## src/hw/lpif_pkg.sv

```systemverilog
`default_nettype none

package lpif_pkg;

  //////////////////////////////////////////////////////////////////////
  // Widths
  //////////////////////////////////////////////////////////////////////

  localparam int LPIF_DATA_BITS    = 32;                 // One beat of upper-layer data
  localparam int STREAM_BITS       = 8;                  // Stream identifier
  localparam int AIB_LANES         = 2;
  localparam int AIB_BITS_PER_LANE = 40;
  localparam int AIB_WIDTH         = AIB_LANES * AIB_BITS_PER_LANE;

  // Unused low bits of a frame below mark, stream and data
  localparam int AIB_PAD_BITS      = AIB_WIDTH - 1 - STREAM_BITS - LPIF_DATA_BITS;

  // Register stages on each side of the pipeline block
  localparam int PIPE_STAGES       = 1;

  //////////////////////////////////////////////////////////////////////
  // Link states
  //////////////////////////////////////////////////////////////////////

  // Shared by the request from the upper layer and the status back to it
  typedef enum logic [3:0] {
    NOP       = 4'h0,
    ACTIVE    = 4'h1,
    LINKRESET = 4'h9,
    LINKERROR = 4'hA
  } lsm_state_e;

  //////////////////////////////////////////////////////////////////////
  // Beat and frame
  //////////////////////////////////////////////////////////////////////

  typedef struct packed {
    logic                      valid;
    logic [STREAM_BITS-1:0]    stream;
    logic [LPIF_DATA_BITS-1:0] data;
  } lpif_beat_t;

  // Lane i carries bits i*AIB_BITS_PER_LANE upward, so the top lane
  // holds the mark, the stream and the upper part of the data
  typedef struct packed {
    logic                      mark;    // Frame carries a beat
    logic [STREAM_BITS-1:0]    stream;
    logic [LPIF_DATA_BITS-1:0] data;
    logic [AIB_PAD_BITS-1:0]   pad;     // Always zero on transmit
  } aib_frame_t;

endpackage

`default_nettype wire

```

## src/hw/lpif_adapter.sv

```systemverilog
`timescale 1ns/10ps
`default_nettype none

module lpif_adapter
  import lpif_pkg::*;
(
  input  wire logic                      lclk,
  input  wire logic                      reset,

  // Upper layer
  input  wire logic                      lp_irdy,
  input  wire logic                      lp_valid,
  input  wire logic [LPIF_DATA_BITS-1:0] lp_data,
  input  wire logic [STREAM_BITS-1:0]    lp_stream,
  input  lsm_state_e                     lp_state_req,
  input  wire logic                      lp_linkerror,
  output logic                           pl_trdy,
  output logic                           pl_valid,
  output logic [LPIF_DATA_BITS-1:0]      pl_data,
  output logic [STREAM_BITS-1:0]         pl_stream,
  output lsm_state_e                     pl_state_sts,
  output logic                           pl_lnk_up,

  // AIB side
  input  wire logic                      fs_mac_rdy,
  output logic                           ns_mac_rdy,
  input  wire logic                      lpbk_en,
  input  aib_frame_t                     dout,
  output aib_frame_t                     data_in_f
);

  lpif_beat_t lp_beat;      // Registered upper-layer beat
  lsm_state_e lp_state;     // Registered state request
  logic       lp_err;
  lsm_state_e sts;          // Current LSM state
  logic       link_active;
  aib_frame_t rx_frame;     // Far side or loopback frame
  lpif_beat_t rx_beat;      // Received beat before output stage

  //////////////////////////////////////////////////////////////////////
  // Upper-layer register stages
  //////////////////////////////////////////////////////////////////////

  lpif_pipeline u_pipeline (
    .lclk         (lclk),
    .reset        (reset),
    .lp_irdy      (lp_irdy),
    .lp_valid     (lp_valid),
    .lp_data      (lp_data),
    .lp_stream    (lp_stream),
    .lp_state_req (lp_state_req),
    .lp_linkerror (lp_linkerror),
    .link_active  (link_active),
    .sts          (sts),
    .rx_beat      (rx_beat),
    .lp_beat      (lp_beat),
    .lp_state     (lp_state),
    .lp_err       (lp_err),
    .pl_trdy      (pl_trdy),
    .pl_valid     (pl_valid),
    .pl_data      (pl_data),
    .pl_stream    (pl_stream),
    .pl_state_sts (pl_state_sts),
    .pl_lnk_up    (pl_lnk_up)
  );

  lpif_lsm u_lsm (
    .lclk        (lclk),
    .reset       (reset),
    .lp_state    (lp_state),
    .lp_err      (lp_err),
    .fs_mac_rdy  (fs_mac_rdy),
    .sts         (sts),
    .link_active (link_active),
    .ns_mac_rdy  (ns_mac_rdy)
  );

  //////////////////////////////////////////////////////////////////////
  // Datapath
  //////////////////////////////////////////////////////////////////////

  lpif_tx_framer u_tx_framer (
    .lclk      (lclk),
    .reset     (reset),
    .lp_beat   (lp_beat),
    .data_in_f (data_in_f)
  );

  lpif_lpbk u_lpbk (
    .lclk      (lclk),
    .reset     (reset),
    .lpbk_en   (lpbk_en),
    .data_in_f (data_in_f),
    .dout      (dout),
    .rx_frame  (rx_frame)
  );

  lpif_rx_deframer u_rx_deframer (
    .lclk        (lclk),
    .reset       (reset),
    .rx_frame    (rx_frame),
    .link_active (link_active),
    .rx_beat     (rx_beat)
  );

endmodule

`default_nettype wire

```

## src/hw/lpif_lpbk.sv

```systemverilog
`timescale 1ns/10ps
`default_nettype none

module lpif_lpbk
  import lpif_pkg::*;
(
  input  wire logic lclk,
  input  wire logic reset,
  input  wire logic lpbk_en,
  input  aib_frame_t data_in_f,    // Own transmit frame
  input  aib_frame_t dout,         // Frame from the far side
  output aib_frame_t rx_frame
);

  //////////////////////////////////////////////////////////////////////
  // Receive source select
  //////////////////////////////////////////////////////////////////////

  always_ff @(posedge lclk or negedge reset)
  begin
    if (!reset)
      rx_frame <= '0;                 // Idle frame
    else if (lpbk_en)
      rx_frame <= data_in_f;          // Near-side loopback
    else
      rx_frame <= dout;
  end

endmodule

`default_nettype wire

```

## src/hw/lpif_lsm.sv

```systemverilog
`timescale 1ns/10ps
`default_nettype none

module lpif_lsm
  import lpif_pkg::*;
(
  input  wire logic lclk,
  input  wire logic reset,
  input  lsm_state_e lp_state,     // Requested state, already registered
  input  wire logic lp_err,
  input  wire logic fs_mac_rdy,
  output lsm_state_e sts,
  output logic      link_active,
  output logic      ns_mac_rdy
);

  lsm_state_e state;
  lsm_state_e state_nxt;

  //////////////////////////////////////////////////////////////////////
  // Next state
  //////////////////////////////////////////////////////////////////////

  always_comb
  begin
    state_nxt = state;
    case (state)
      NOP,
      LINKRESET:
      begin
        if ((lp_state == ACTIVE) && fs_mac_rdy)   // Far side must be up too
          state_nxt = ACTIVE;
      end
      ACTIVE:
      begin
        if (lp_state == LINKRESET)
          state_nxt = LINKRESET;
      end
      LINKERROR:
      begin
        if ((lp_state == LINKRESET) && !lp_err)
          state_nxt = LINKRESET;
      end
      default:
        state_nxt = NOP;
    endcase

    // Error from the upper layer wins over any request
    if (lp_err)
      state_nxt = LINKERROR;
  end

  //////////////////////////////////////////////////////////////////////
  // State and ready flag
  //////////////////////////////////////////////////////////////////////

  always_ff @(posedge lclk or negedge reset)
  begin
    if (!reset)
      state <= NOP;
    else
      state <= state_nxt;
  end

  // Near side ready from the first edge out of reset
  always_ff @(posedge lclk or negedge reset)
  begin
    if (!reset)
      ns_mac_rdy <= 1'b0;
    else
      ns_mac_rdy <= 1'b1;
  end

  assign sts         = state;
  assign link_active = (state == ACTIVE);

endmodule

`default_nettype wire

```

## src/hw/lpif_pipeline.sv

```systemverilog
`timescale 1ns/10ps
`default_nettype none

module lpif_pipeline
  import lpif_pkg::*;
(
  input  wire logic                      lclk,
  input  wire logic                      reset,

  // Upper layer in
  input  wire logic                      lp_irdy,
  input  wire logic                      lp_valid,
  input  wire logic [LPIF_DATA_BITS-1:0] lp_data,
  input  wire logic [STREAM_BITS-1:0]    lp_stream,
  input  lsm_state_e                     lp_state_req,
  input  wire logic                      lp_linkerror,

  // Core side in
  input  wire logic                      link_active,
  input  lsm_state_e                     sts,
  input  lpif_beat_t                     rx_beat,

  // Core side out
  output lpif_beat_t                     lp_beat,
  output lsm_state_e                     lp_state,
  output logic                           lp_err,

  // Upper layer out
  output logic                           pl_trdy,
  output logic                           pl_valid,
  output logic [LPIF_DATA_BITS-1:0]      pl_data,
  output logic [STREAM_BITS-1:0]         pl_stream,
  output lsm_state_e                     pl_state_sts,
  output logic                           pl_lnk_up
);

  lpif_beat_t lp_q    [PIPE_STAGES];    // Inbound beat stages
  lsm_state_e req_q   [PIPE_STAGES];
  logic       err_q   [PIPE_STAGES];
  lpif_beat_t pl_q    [PIPE_STAGES];    // Outbound beat stages
  lsm_state_e sts_q   [PIPE_STAGES];
  logic       act_q   [PIPE_STAGES];

  logic       accept;

  // Only place where the transfer rule is evaluated
  assign accept = lp_valid & lp_irdy & pl_trdy;

  //////////////////////////////////////////////////////////////////////
  // Upper layer toward core
  //////////////////////////////////////////////////////////////////////

  always_ff @(posedge lclk or negedge reset)
  begin
    if (!reset)
    begin
      for (int i = 0; i < PIPE_STAGES; i++)
      begin
        lp_q[i]  <= '0;
        req_q[i] <= NOP;
        err_q[i] <= 1'b0;
      end
    end
    else
    begin
      lp_q[0]  <= '{valid: accept, stream: lp_stream, data: lp_data};
      req_q[0] <= lp_state_req;
      err_q[0] <= lp_linkerror;
      for (int i = 1; i < PIPE_STAGES; i++)
      begin
        lp_q[i]  <= lp_q[i-1];
        req_q[i] <= req_q[i-1];
        err_q[i] <= err_q[i-1];
      end
    end
  end

  assign lp_beat  = lp_q[PIPE_STAGES-1];
  assign lp_state = req_q[PIPE_STAGES-1];
  assign lp_err   = err_q[PIPE_STAGES-1];

  //////////////////////////////////////////////////////////////////////
  // Core toward upper layer
  //////////////////////////////////////////////////////////////////////

  always_ff @(posedge lclk or negedge reset)
  begin
    if (!reset)
    begin
      for (int i = 0; i < PIPE_STAGES; i++)
      begin
        pl_q[i]  <= '0;
        sts_q[i] <= NOP;
        act_q[i] <= 1'b0;
      end
    end
    else
    begin
      pl_q[0]  <= rx_beat;
      sts_q[0] <= sts;
      act_q[0] <= link_active;
      for (int i = 1; i < PIPE_STAGES; i++)
      begin
        pl_q[i]  <= pl_q[i-1];
        sts_q[i] <= sts_q[i-1];
        act_q[i] <= act_q[i-1];
      end
    end
  end

  assign pl_valid     = pl_q[PIPE_STAGES-1].valid;
  assign pl_data      = pl_q[PIPE_STAGES-1].data;
  assign pl_stream    = pl_q[PIPE_STAGES-1].stream;
  assign pl_state_sts = sts_q[PIPE_STAGES-1];
  assign pl_trdy      = act_q[PIPE_STAGES-1];   // Ready only with the link up
  assign pl_lnk_up    = act_q[PIPE_STAGES-1];

endmodule

`default_nettype wire

```

## src/hw/lpif_rx_deframer.sv

```systemverilog
`timescale 1ns/10ps
`default_nettype none

module lpif_rx_deframer
  import lpif_pkg::*;
(
  input  wire logic lclk,
  input  wire logic reset,
  input  aib_frame_t rx_frame,
  input  wire logic link_active,
  output lpif_beat_t rx_beat
);

  logic                      rx_valid;
  logic [STREAM_BITS-1:0]    rx_stream;
  logic [LPIF_DATA_BITS-1:0] rx_data;

  //////////////////////////////////////////////////////////////////////
  // Valid flag
  //////////////////////////////////////////////////////////////////////

  // Frames that arrive while the link is down are dropped here
  always_ff @(posedge lclk or negedge reset)
  begin
    if (!reset)
      rx_valid <= 1'b0;
    else
      rx_valid <= rx_frame.mark & link_active;
  end

  //////////////////////////////////////////////////////////////////////
  // Payload
  //////////////////////////////////////////////////////////////////////

  always_ff @(posedge lclk)
  begin
    rx_stream <= rx_frame.stream;
    rx_data   <= rx_frame.data;   // Padding bits are ignored
  end

  assign rx_beat = '{valid: rx_valid, stream: rx_stream, data: rx_data};

endmodule

`default_nettype wire

```

## src/hw/lpif_tx_framer.sv

```systemverilog
`timescale 1ns/10ps
`default_nettype none

module lpif_tx_framer
  import lpif_pkg::*;
(
  input  wire logic lclk,
  input  wire logic reset,
  input  lpif_beat_t lp_beat,      // Valid only for accepted beats
  output aib_frame_t data_in_f
);

  aib_frame_t frame_nxt;

  // Idle frames carry all zeros, so the far side sees a clean bus
  always_comb
  begin
    frame_nxt = '0;
    if (lp_beat.valid)
    begin
      frame_nxt.mark   = 1'b1;
      frame_nxt.stream = lp_beat.stream;
      frame_nxt.data   = lp_beat.data;
    end
  end

  //////////////////////////////////////////////////////////////////////
  // Transmit frame register
  //////////////////////////////////////////////////////////////////////

  always_ff @(posedge lclk or negedge reset)
  begin
    if (!reset)
      data_in_f <= '0;           // Idle on the wire
    else
      data_in_f <= frame_nxt;
  end

endmodule

`default_nettype wire

```

## config.mk

```make
export PLATFORM = sky130hd
export DESIGN_NAME = lpif_adapter
export DESIGN_NICKNAME = d
export VERILOG_FILES = /design/src/hw/lpif_pkg.sv /design/src/hw/lpif_adapter.sv /design/src/hw/lpif_lpbk.sv /design/src/hw/lpif_lsm.sv /design/src/hw/lpif_pipeline.sv /design/src/hw/lpif_rx_deframer.sv /design/src/hw/lpif_tx_framer.sv
export SDC_FILE = /design/constraint.sdc
export NUM_CORES = 1
export LEC_CHECK = 0
export BUFFER_PORTS_ARGS = -buffer_cell sky130_fd_sc_hd__buf_2
export CAP_MARGIN = 20
export CORE_MARGIN = 3
export CORE_UTILIZATION = 48
export DETAILED_ROUTE_END_ITERATION = 6
export PLACE_DENSITY = 0.9
export RECOVER_POWER = 100
export SETUP_SLACK_MARGIN = 0.15
export SKIP_LAST_GASP = 1
export SLEW_MARGIN = 20
export SYNTH_ARGS = -nofsm -noshare
export SYNTH_HDL_FRONTEND = slang
export SYNTH_SLANG_ARGS = --single-unit
```

## constraint.sdc

```tcl
create_clock -name lclk -period 1.1 [get_ports lclk]
set_input_delay 0.22 -clock lclk [delete_from_list [all_inputs] [get_ports lclk]]
set_output_delay 0.22 -clock lclk [all_outputs]
set_load 0.01 [all_outputs]
```

After elaboration in Yosys (flattened, before gate mapping)
Index checks and enable logic that the tools add are counted.

Logic and storage cells: 45. Output and inout port bits: 128. Bits in registers: 220.

Eq/ne operators: 8. Mux-type cells: 7. Bitwise gates (word level): 3. Reductions and logical operators: 6.

Operators by type and width (number): $mux W80 (1); $mux W41 (1); $mux W4 (4); $eq A4 B4 Y1 const B (3); $pmux W4 S3 (1); $ne A3 B2 Y1 const B (3); $eq A4 B1 Y1 const B (2); $logic_not A4 Y1 (1); $and A1 B1 Y1 (3); $reduce_and A3 Y1 (1); $logic_and A1 B1 Y1 (2); $reduce_or A2 Y1 (1); $logic_not A1 Y1 (1).

Logic depth before layout (Yosys ltp)
Gate-level depths: netlist of the first run.

Depth in word-level cells: 5. Gate-level depth with buffers: 3. Gate-level depth less buffers: 3.

By module
Synthesis of the first run repeated with hierarchy kept, for this count alone.

Cells, all modules: 454. Area total of the unflattened synthesis: 8378.0 µm².

By module, submodules not included: lpif_lpbk (cells an instance 169, times used 1, area an instance 3374.5 µm²); lpif_pipeline (cells an instance 94, times used 1, area an instance 2316.0 µm²); lpif_tx_framer (cells an instance 125, times used 1, area an instance 1629.1 µm²); lpif_rx_deframer (cells an instance 43, times used 1, area an instance 839.6 µm²); lpif_lsm (cells an instance 23, times used 1, area an instance 219.0 µm²).

Worst setup path after synthesis of the first run
Ideal clock, no wire load.

Path kind: register to register. Start: reg u_pipeline.req_q, in the netlist u_pipeline.lp_state[1]. End: reg u_lsm.state[3] (netlist: u_lsm.sts[3]). Stages on the path, launching flop included: 4. Clock period less this slack: 1.007 ns. Setup time: 0.122 ns. Setup slack: 0.093 ns. Arrival time: 0.885 ns. Cell sequence: dfrtp_1 > nor4b_2 > and3_2 > o21ai_1.

Word-level cells in the longest chain between the ends: 4. Elaborated cells between the ends (all ways): 8.

RTL lines: from (decl) (line lpif_pipeline.sv:38) `lsm_state_e req_q [PIPE_STAGES];`; from (signal, indexed assignment) (line lpif_pipeline.sv:72) `req_q[i] <= req_q[i-1];`; $eq A4 B4 Y1 / $eq A4 B1 Y1 (equally long branches) (line lpif_lsm.sv:36, lpif_lsm.sv:41, lpif_lsm.sv:31); $logic_and A1 B1 Y1, on equally long branches (line lpif_lsm.sv:41, lpif_lsm.sv:31); $ne A3 B2 Y1 (no line); $reduce_and A3 Y1 (no line) *; to (signal assigned) (line lpif_lsm.sv:62) `state <= state_nxt;`; to (decl) (line lpif_lsm.sv:17) `lsm_state_e state;`.

Every way passes the cells marked *; elsewhere a longest branch is shown, timed or not. A chain may end at the register's enable or synchronous reset.

Worst setup path in the final report of the first run
Start: reg u_pipeline.act_q (netlist: u_pipeline.pl_lnk_up). End: out pl_trdy.

RTL lines: from (decl) (line lpif_pipeline.sv:42) `logic act_q [PIPE_STAGES];`; from (signal, indexed assignment) (line lpif_pipeline.sv:106) `act_q[i] <= act_q[i-1];`; to (decl) (line lpif_adapter.sv:17) `output logic pl_trdy,`.

No word-level cell between the ends.

==> results of run 1 <==
-- synth_stat cells --
cell type,instances
clkbuf_1,4
nand3_1,1
nand2b_1,1
and3_1,2
and3b_1,1
nor2_1,3
dfxtp_1,40
conb_1,2
mux2_4,40
and2_1,40
and4bb_2,1
and3_2,1
inv_1,1
buf_6,5
nor4b_2,1
mux2_2,1
a31oi_1,1
buf_4,41
o21bai_1,1
o21ai_1,1
o31ai_1,1
nand2_1,2
dfrtp_1,178
-- layer usage --
metal,share of wire,up-vias,global-route usage
li1,-,1740,-
met3,0.062,36,0.0430
met5,0,-,0
met2,0.56,162,0.348
met1,0.35,1887,0.192
met4,0.030,0,0.0595
-- cell families (layout without fill, tap and decap cells) --
group | after synthesis | in the layout | share of synthesized area
other cells | 2 | 41 | 0.00113
compound gates | 4 | 4 | 0.00397
flops | 218 | 218 | 0.794
mux | 41 | 41 | 0.0924
simple gates | 53 | 53 | 0.0508
buf+inv | 51 | 351 | 0.0578
-- worst register-to-register path, delay by kind of cell, from the launching register on --
| family | cells | cell delay (ns) |
|---|---|---|
| flip-flops | 1 | 0.40 |
| AO/OA/AOI/OAI | 1 | 0.20 |
| AND/OR/NAND/NOR | 2 | 0.45 |
-- power groups by stage --
stage | Sequential, mW | Clock [mW] | Combinational [mW]
after global placement | 8.56 | 0 | 0.744
after CTS | 8.44 | 6.79 | 1.04
after global routing | 8.47 | 7.18 | 1.13
after floorplan | 8.60 | 0 | 0.380
final | 8.44 | 6.66 | 1.03
after detailed placement | 8.58 | 0 | 0.768
-- flip-flops by register name, summed over array words and instances, names as in the netlist, 3 cells and up --
| name | cells |
|---|---|
| u_pipeline.pl_data | 32 |
| u_pipeline.lp_state | 4 |
| u_tx_framer.data_in_f | 41 |
| u_rx_deframer.rx_stream | 8 |
| u_rx_deframer.rx_data | 32 |
| u_pipeline.pl_stream | 8 |
| u_pipeline.lp_beat | 41 |
| u_pipeline.pl_state_sts | 3 |
| u_lpbk.rx_frame | 41 |
| u_lsm.sts | 3 |
-- worst max path at each step --
| stage | start | end | slack [ns] | cells past startpoint |
|---|---|---|---|---|
| after global routing | u_pipeline.pl_lnk_up | pl_trdy | -0.21 | 1 |
| after detailed placement | u_pipeline.lp_state[1] | u_lsm.sts[3] | -0.009 | 3 |
| after global placement | lpbk_en | u_lpbk.rx_frame[39] | 0.03 | 3 |
| final | u_pipeline.pl_lnk_up | pl_trdy | -0.16 | 1 |
| after floorplan | u_pipeline.lp_state[1] | u_lsm.sts[3] | 0.1 | 3 |
| after CTS | u_tx_framer.data_in_f[49] | data_in_f[49] | -0.17 | 1 |
-- per-stage QoR --
| stage | hold WS [ns] | setup WS [ns] | instance area (um2) | TNS [ns] | power (mW) |
|---|---|---|---|---|---|
| finish | 0.0881 | -0.155 | 9580 | -9.28 | 16.1 |
| global route | 0.0928 | -0.214 | 9580 | -13.02 | 16.8 |
| detailed placement | 0.0772 | -0.00918 | 7640 | -0.0150 | 9.35 |
| CTS | 0.0230 | -0.169 | 9410 | -10.95 | 16.3 |
| floorplan | -0.0756 | 0.0953 | 6770 | 0 | 8.98 |
| global placement | 0.0745 | 0.0344 | 7640 | 0 | 9.31 |
-- area by class of cell --
type	instances	area, um2	area share
flip-flops and latches	218	5260	0.548
repair buffers	312	2370	0.247
multi-input cells	139	1090	0.114
clock buffers	34	624	0.0652
well taps	176	220	0.0230
clock inverters	4	23.8	0.00248
inverters	1	3.75	0.000392
-- repair_timing --
item	4_1_cts	5_1_grt
gates resized for setup	15	22
setup endpoints to repair	91	91
pin swaps	6	2
hold endpoints to repair	265	0
hold buffers	89	0
cloned	0	0
buffers inserted	18	18
==> summary.txt, run 1 <==
cell taking the most area after synthesis = dfrtp_1
critical path arrival = 1.04 ns
first drt pass iteration count = 4
antenna-violating nets left = 0
CP startpoint kind = flip-flop
MaxCap Viol Count = 0
CTS Root Buffer Type = clkbuf_16
Layout area overhead = 44.8%
Buf/Inv on CP = 1
TritonCTS clock tree = built
Post-Syn Area = 6620 um2
Chip Height = 123 um
Tmin final = 1.26 ns
kind of critical path = flip-flop to output pin
Peak VDD IR = 1.71 mV
flops & latches, synth = 218
initial core utilization = 0.496
leading cell type in the layout, fill and taps excluded = dfrtp_1
Max clock buf depth = 3
utilization of the core after routing = 0.718
endpoints failing setup = 89
Comb pwr share = 0.064
final max-slew violation count = 0
clock sink count = 218
drt total wl = 14.2 mm
Die ar. = 15,200 um2
sw power = 3.35 mW
CTS H-tree depth = 1
r2r worst-path depth = 3
Reg-to-Reg End = u_lsm.sts[0]
vias in the first global route = 4,131
Final WS setup = -0.155 ns
switch share = 0.208
Fillers = 817
antenna violations before repair = 0
# rows = 42
Diodes inserted = 0
CP Max Fanout = 3
IO buf count = 179
fmax = 797 MHz
Worst slew margin = 0.631
part of the power in registers = 0.523
Worst Hold End = u_lsm.sts[0]
outcome = finished, violations left
gr ovfl total = 0
CP max-delay cell = dfrtp_1
R2R Setup Slk = -0.03 ns
GP Congestion = 0.703
crit path capture type = output pin
WL per Instance = 16.0 um
delay-heaviest family, CP = flip-flops
WHS Path Cells = 3
Worst Skew = 0.00978 ns
commonest cells after routing, fill and taps aside = dfrtp_1 (178), buf_2 (142), dlygate4sd3_1 (89)
Overall Global Routing Usage = 0.181
reg-to-reg startpoint = u_pipeline.lp_state[3]
top-area cell type share of the netlist area = 0.673
Mapped Cells = 369
Final Hold Fails = 0
HP Class = primary input to flip-flop
later-pin clock latency in the skew report = 0.48 ns
CP max stage delay = 0.40 ns
Core Footprint = 13,300 um2
pwr dens = 1680 nW/um2
yosys warns = 0
Slew @ Worst Pin = 0.554 ns
unrepaired setup endpoints after global routing = true
DP HPWL = 7.91 mm
worst hold start = fs_mac_rdy
P_leak = 4.96 nW
Clock Power Share = 0.413
first-pass GRT wire length = 21.1 mm
clock-pin transition on the worst setup and hold timing paths = 0.06 ns
top cells by area, synth = dfrtp_1 (67%), dfxtp_1 (12%), mux2_4 (9.1%)
DP Cell Count = 721
Cell Chain, Critical Path = buf_2
Die Wd = 123 um
Syn Area/Cell = 17.9 um2
DRC viols = 0
Layout Cells excl Fill = 884
Cell variety after synth = 23
initial DRC count = 114
vias per cell = 4.33
violated checks = setup timing
internal power = 12.8 mW
fin crit share = 1.14
Vias = 3,825
layout cells sized above 1 = 0.393
Num CTS Buffers = 21
sequential cell area fraction in the yosys report = 0.794
nets = 824
CP required = 0.88 ns
# IOs = 259
largest net degree at the start of global routing = 54
No activity file was read; power rests on OpenSTA's default activity.
==> run 2, diff against run 1 <==
SETUP_SLACK_MARGIN = 0.2   (was 0.15)
SKIP_LAST_GASP = not set   (was 1)
==> run 2 against run 1 <==
  * The flow still finishes with violations (setup timing)
  * Critical path depth unchanged
  * Combinational power barely moved
  * Power grew 0.31%
  * Utilization is 0.98 points higher
  * Sequential power hardly changed
  * Design area increased by 1.4%
  * Sequential cell count is the same
==> summary.txt, run 2 (synthesis gave the netlist of run 1 again) <==
switch share = 0.210 (+0.00188)
Worst slew margin = 0.630 (-0.00105)
M1 WL = 5.36 mm (+8.4%)
Die Wd = 123 um (unchanged)
commonest cells after routing, fill and taps aside = dfrtp_1 (177), buf_2 (142), dlygate4sd3_1 (89)
antenna violations before repair = 0 (unchanged)
pwr dens = 1670 nW/um2 (-1.0%)
CP Max Fanout = 2 (-1)
part of the power in registers = 0.522 (about the same)
fin crit share = 1.15 (+0.0108)
initial DRC count = 172 (+51%)
Num CTS Buffers = 21 (unchanged)
Peak VDD IR = 1.58 mV (-7.7%)
DRC viols = 0 (unchanged)
Buf/Inv on CP = 1 (unchanged)
Slew @ Worst Pin = 0.555 ns (+0.00157 ns)
Max clock buf depth = 3 (unchanged)
Fillers = 784 (-4.0%)
WL per Instance = 17.1 um (+6.7%)
Hold Slack = 0.0848 ns (-0.00330 ns)
CTS Root Buffer Type = clkbuf_16
first-pass GRT wire length = 21.1 mm (about the same)
clock-pin transition on the worst setup and hold timing paths = 0.06 ns (about the same)
Clock Power Share = 0.413 (about the same)
CP required = 0.88 ns (about the same)
vias per cell = 4.38 (+1.3%)
TritonCTS clock tree = built
layout cells sized above 1 = 0.429 (+0.0367)
Overall Power = 16.2 mW (+0.31%)
delay-heaviest family, CP = flip-flops
CP startpoint kind = flip-flop
Comb pwr share = 0.065 (about the same)
sw power = 3.40 mW (+1.2%)
endpoints failing setup = 89 (unchanged)
setup TNS = -9.88 ns (-0.603 ns)
violated checks = setup timing
Placed Area = 7640 um2 (unchanged)
Final WS setup = -0.167 ns (-0.0119 ns)
fmax = 789 MHz (-0.94%)
Worst Skew = 0.00946 ns (-0.000323 ns)
leading cell type in the layout, fill and taps excluded = dfrtp_1
unrepaired setup endpoints after global routing = true
# IOs = 259 (unchanged)
critical path arrival = 1.05 ns (about the same)
Core Footprint = 13,300 um2 (unchanged)
IO buf count = 179 (unchanged)
nets = 824 (unchanged)
metal3 WL = 921 um (+4.1%)
outcome = finished, violations left
Finished Cell Area = 9710 um2 (+1.4%)
HP Class = primary input to flip-flop
gr ovfl total = 0 (unchanged)
P_leak = 5.04 nW (+1.7%)
met2 wire len = 8.40 mm (+6.2%)
initial core utilization = 0.496 (unchanged)
CP max stage delay = 0.42 ns (+0.02 ns)
CTS H-tree depth = 1 (unchanged)
# rows = 42 (unchanged)
MaxCap Viol Count = 0 (unchanged)
GP Congestion = 0.703 (unchanged)
kind of critical path = flip-flop to output pin
Final Hold Fails = 0 (unchanged)
final max-slew violation count = 0 (unchanged)
utilization of the core after routing = 0.728 (+0.00984)
Layout area overhead = 46.7%
largest net degree at the start of global routing = 54 (unchanged)
crit path capture type = output pin
Cell Chain, Critical Path = buf_6
Diodes inserted = 0 (unchanged)
Chip Height = 123 um (unchanged)
Vias = 3,874 (+1.3%)
DR top layer = met4
Tmin final = 1.27 ns (+0.0119 ns)
DP HPWL = 7.91 mm (unchanged)
later-pin clock latency in the skew report = 0.49 ns (about the same)
first drt pass iteration count = 4 (unchanged)
Overall Global Routing Usage = 0.181 (about the same)
clock sink count = 218 (unchanged)
Die ar. = 15,200 um2 (unchanged)
vias in the first global route = 4,128 (-0.073%)
internal power = 12.8 mW (about the same)
CP max-delay cell = dfrtp_1
antenna-violating nets left = 0 (unchanged)
drt total wl = 15.1 mm (+6.7%)
## run 2: changes by cell type in the layout (fill, tap and decap cells not counted), moves of 2 or more
| cell | change |
|---|---|
| clkbuf_4 | -24 |
| and2_4 | +19 |
| and2_0 | -17 |
| buf_4 | +13 |
| buf_6 | +9 |
| mux2_1 | -5 |
| mux2_4 | +5 |
| and2_1 | -2 |
## run 2: cell type report
type | count | area [um2] | share of cell area
multi-input cells | 139 | 1160 | 0.119
well taps | 176 | 220 | 0.0227
flip-flops and latches | 218 | 5260 | 0.541
inverters | 1 | 3.75 | 0.000386
clock buffers | 34 | 624 | 0.0643
repair buffers | 312 | 2430 | 0.250
clock inverters | 4 | 23.8 | 0.00245
## run 2: worst paths after layout
kind | startpoint | end | slack (ns) | depth (start not counted)
worst max register to register | u_pipeline.lp_state[3] | u_lsm.sts[0] | -0.03 | 3
max in group asynchronous | reset | u_lpbk.rx_frame[49] | 0.12 | 3
min in group asynchronous | reset | u_tx_framer.data_in_f[49] | 0.28 | 2
worst min-delay path | fs_mac_rdy | u_lsm.sts[0] | 0.08 | 3
worst min register to register | u_rx_deframer.rx_data[29] | u_pipeline.pl_data[29] | 0.33 | 0
worst max-delay path | u_tx_framer.data_in_f[56] | data_in_f[56] | -0.17 | 1
## run 2: power groups by stage
stage / logic (mW) / registers [mW] / clock network [mW]
floorplan: 0.380 / 8.60 / 0
global placement: 0.744 / 8.56 / 0
detailed placement: 0.768 / 8.58 / 0
CTS: 1.04 / 8.44 / 6.79
global route: 1.14 / 8.47 / 7.19
finish: 1.05 / 8.45 / 6.69
## run 2: layer usage
layer | GRT usage | vias up
li1 | - | 1741
met1 | 0.194 | 1928
met2 | 0.346 | 167
met3 | 0.0421 | 38
met4 | 0.0609 | 0
met5 | 0 | -
## run 2: through the flow
stage          cells  worst slack (ns)
2_1_floorplan    408            0.0953
3_3_place_gp     721            0.0344
3_5_place_dp     721          -0.00918
4_1_cts          866            -0.169
5_1_grt          884            -0.215
6_report         884            -0.167
## run 2: what timing repair did
item,4_1_cts,5_1_grt
setup buffers,18,17
hold endpoints to repair,265,0
endpoints found under the setup margin,91,97
hold buffers,89,0
gates cloned,0,1
resized for setup,16,50
pin swaps,6,19
## run 2: worst min-delay path, cell delays in order
cell and delay [ns]:
buf_2 0.12, nand3_1 0.09, a31oi_1 0.10
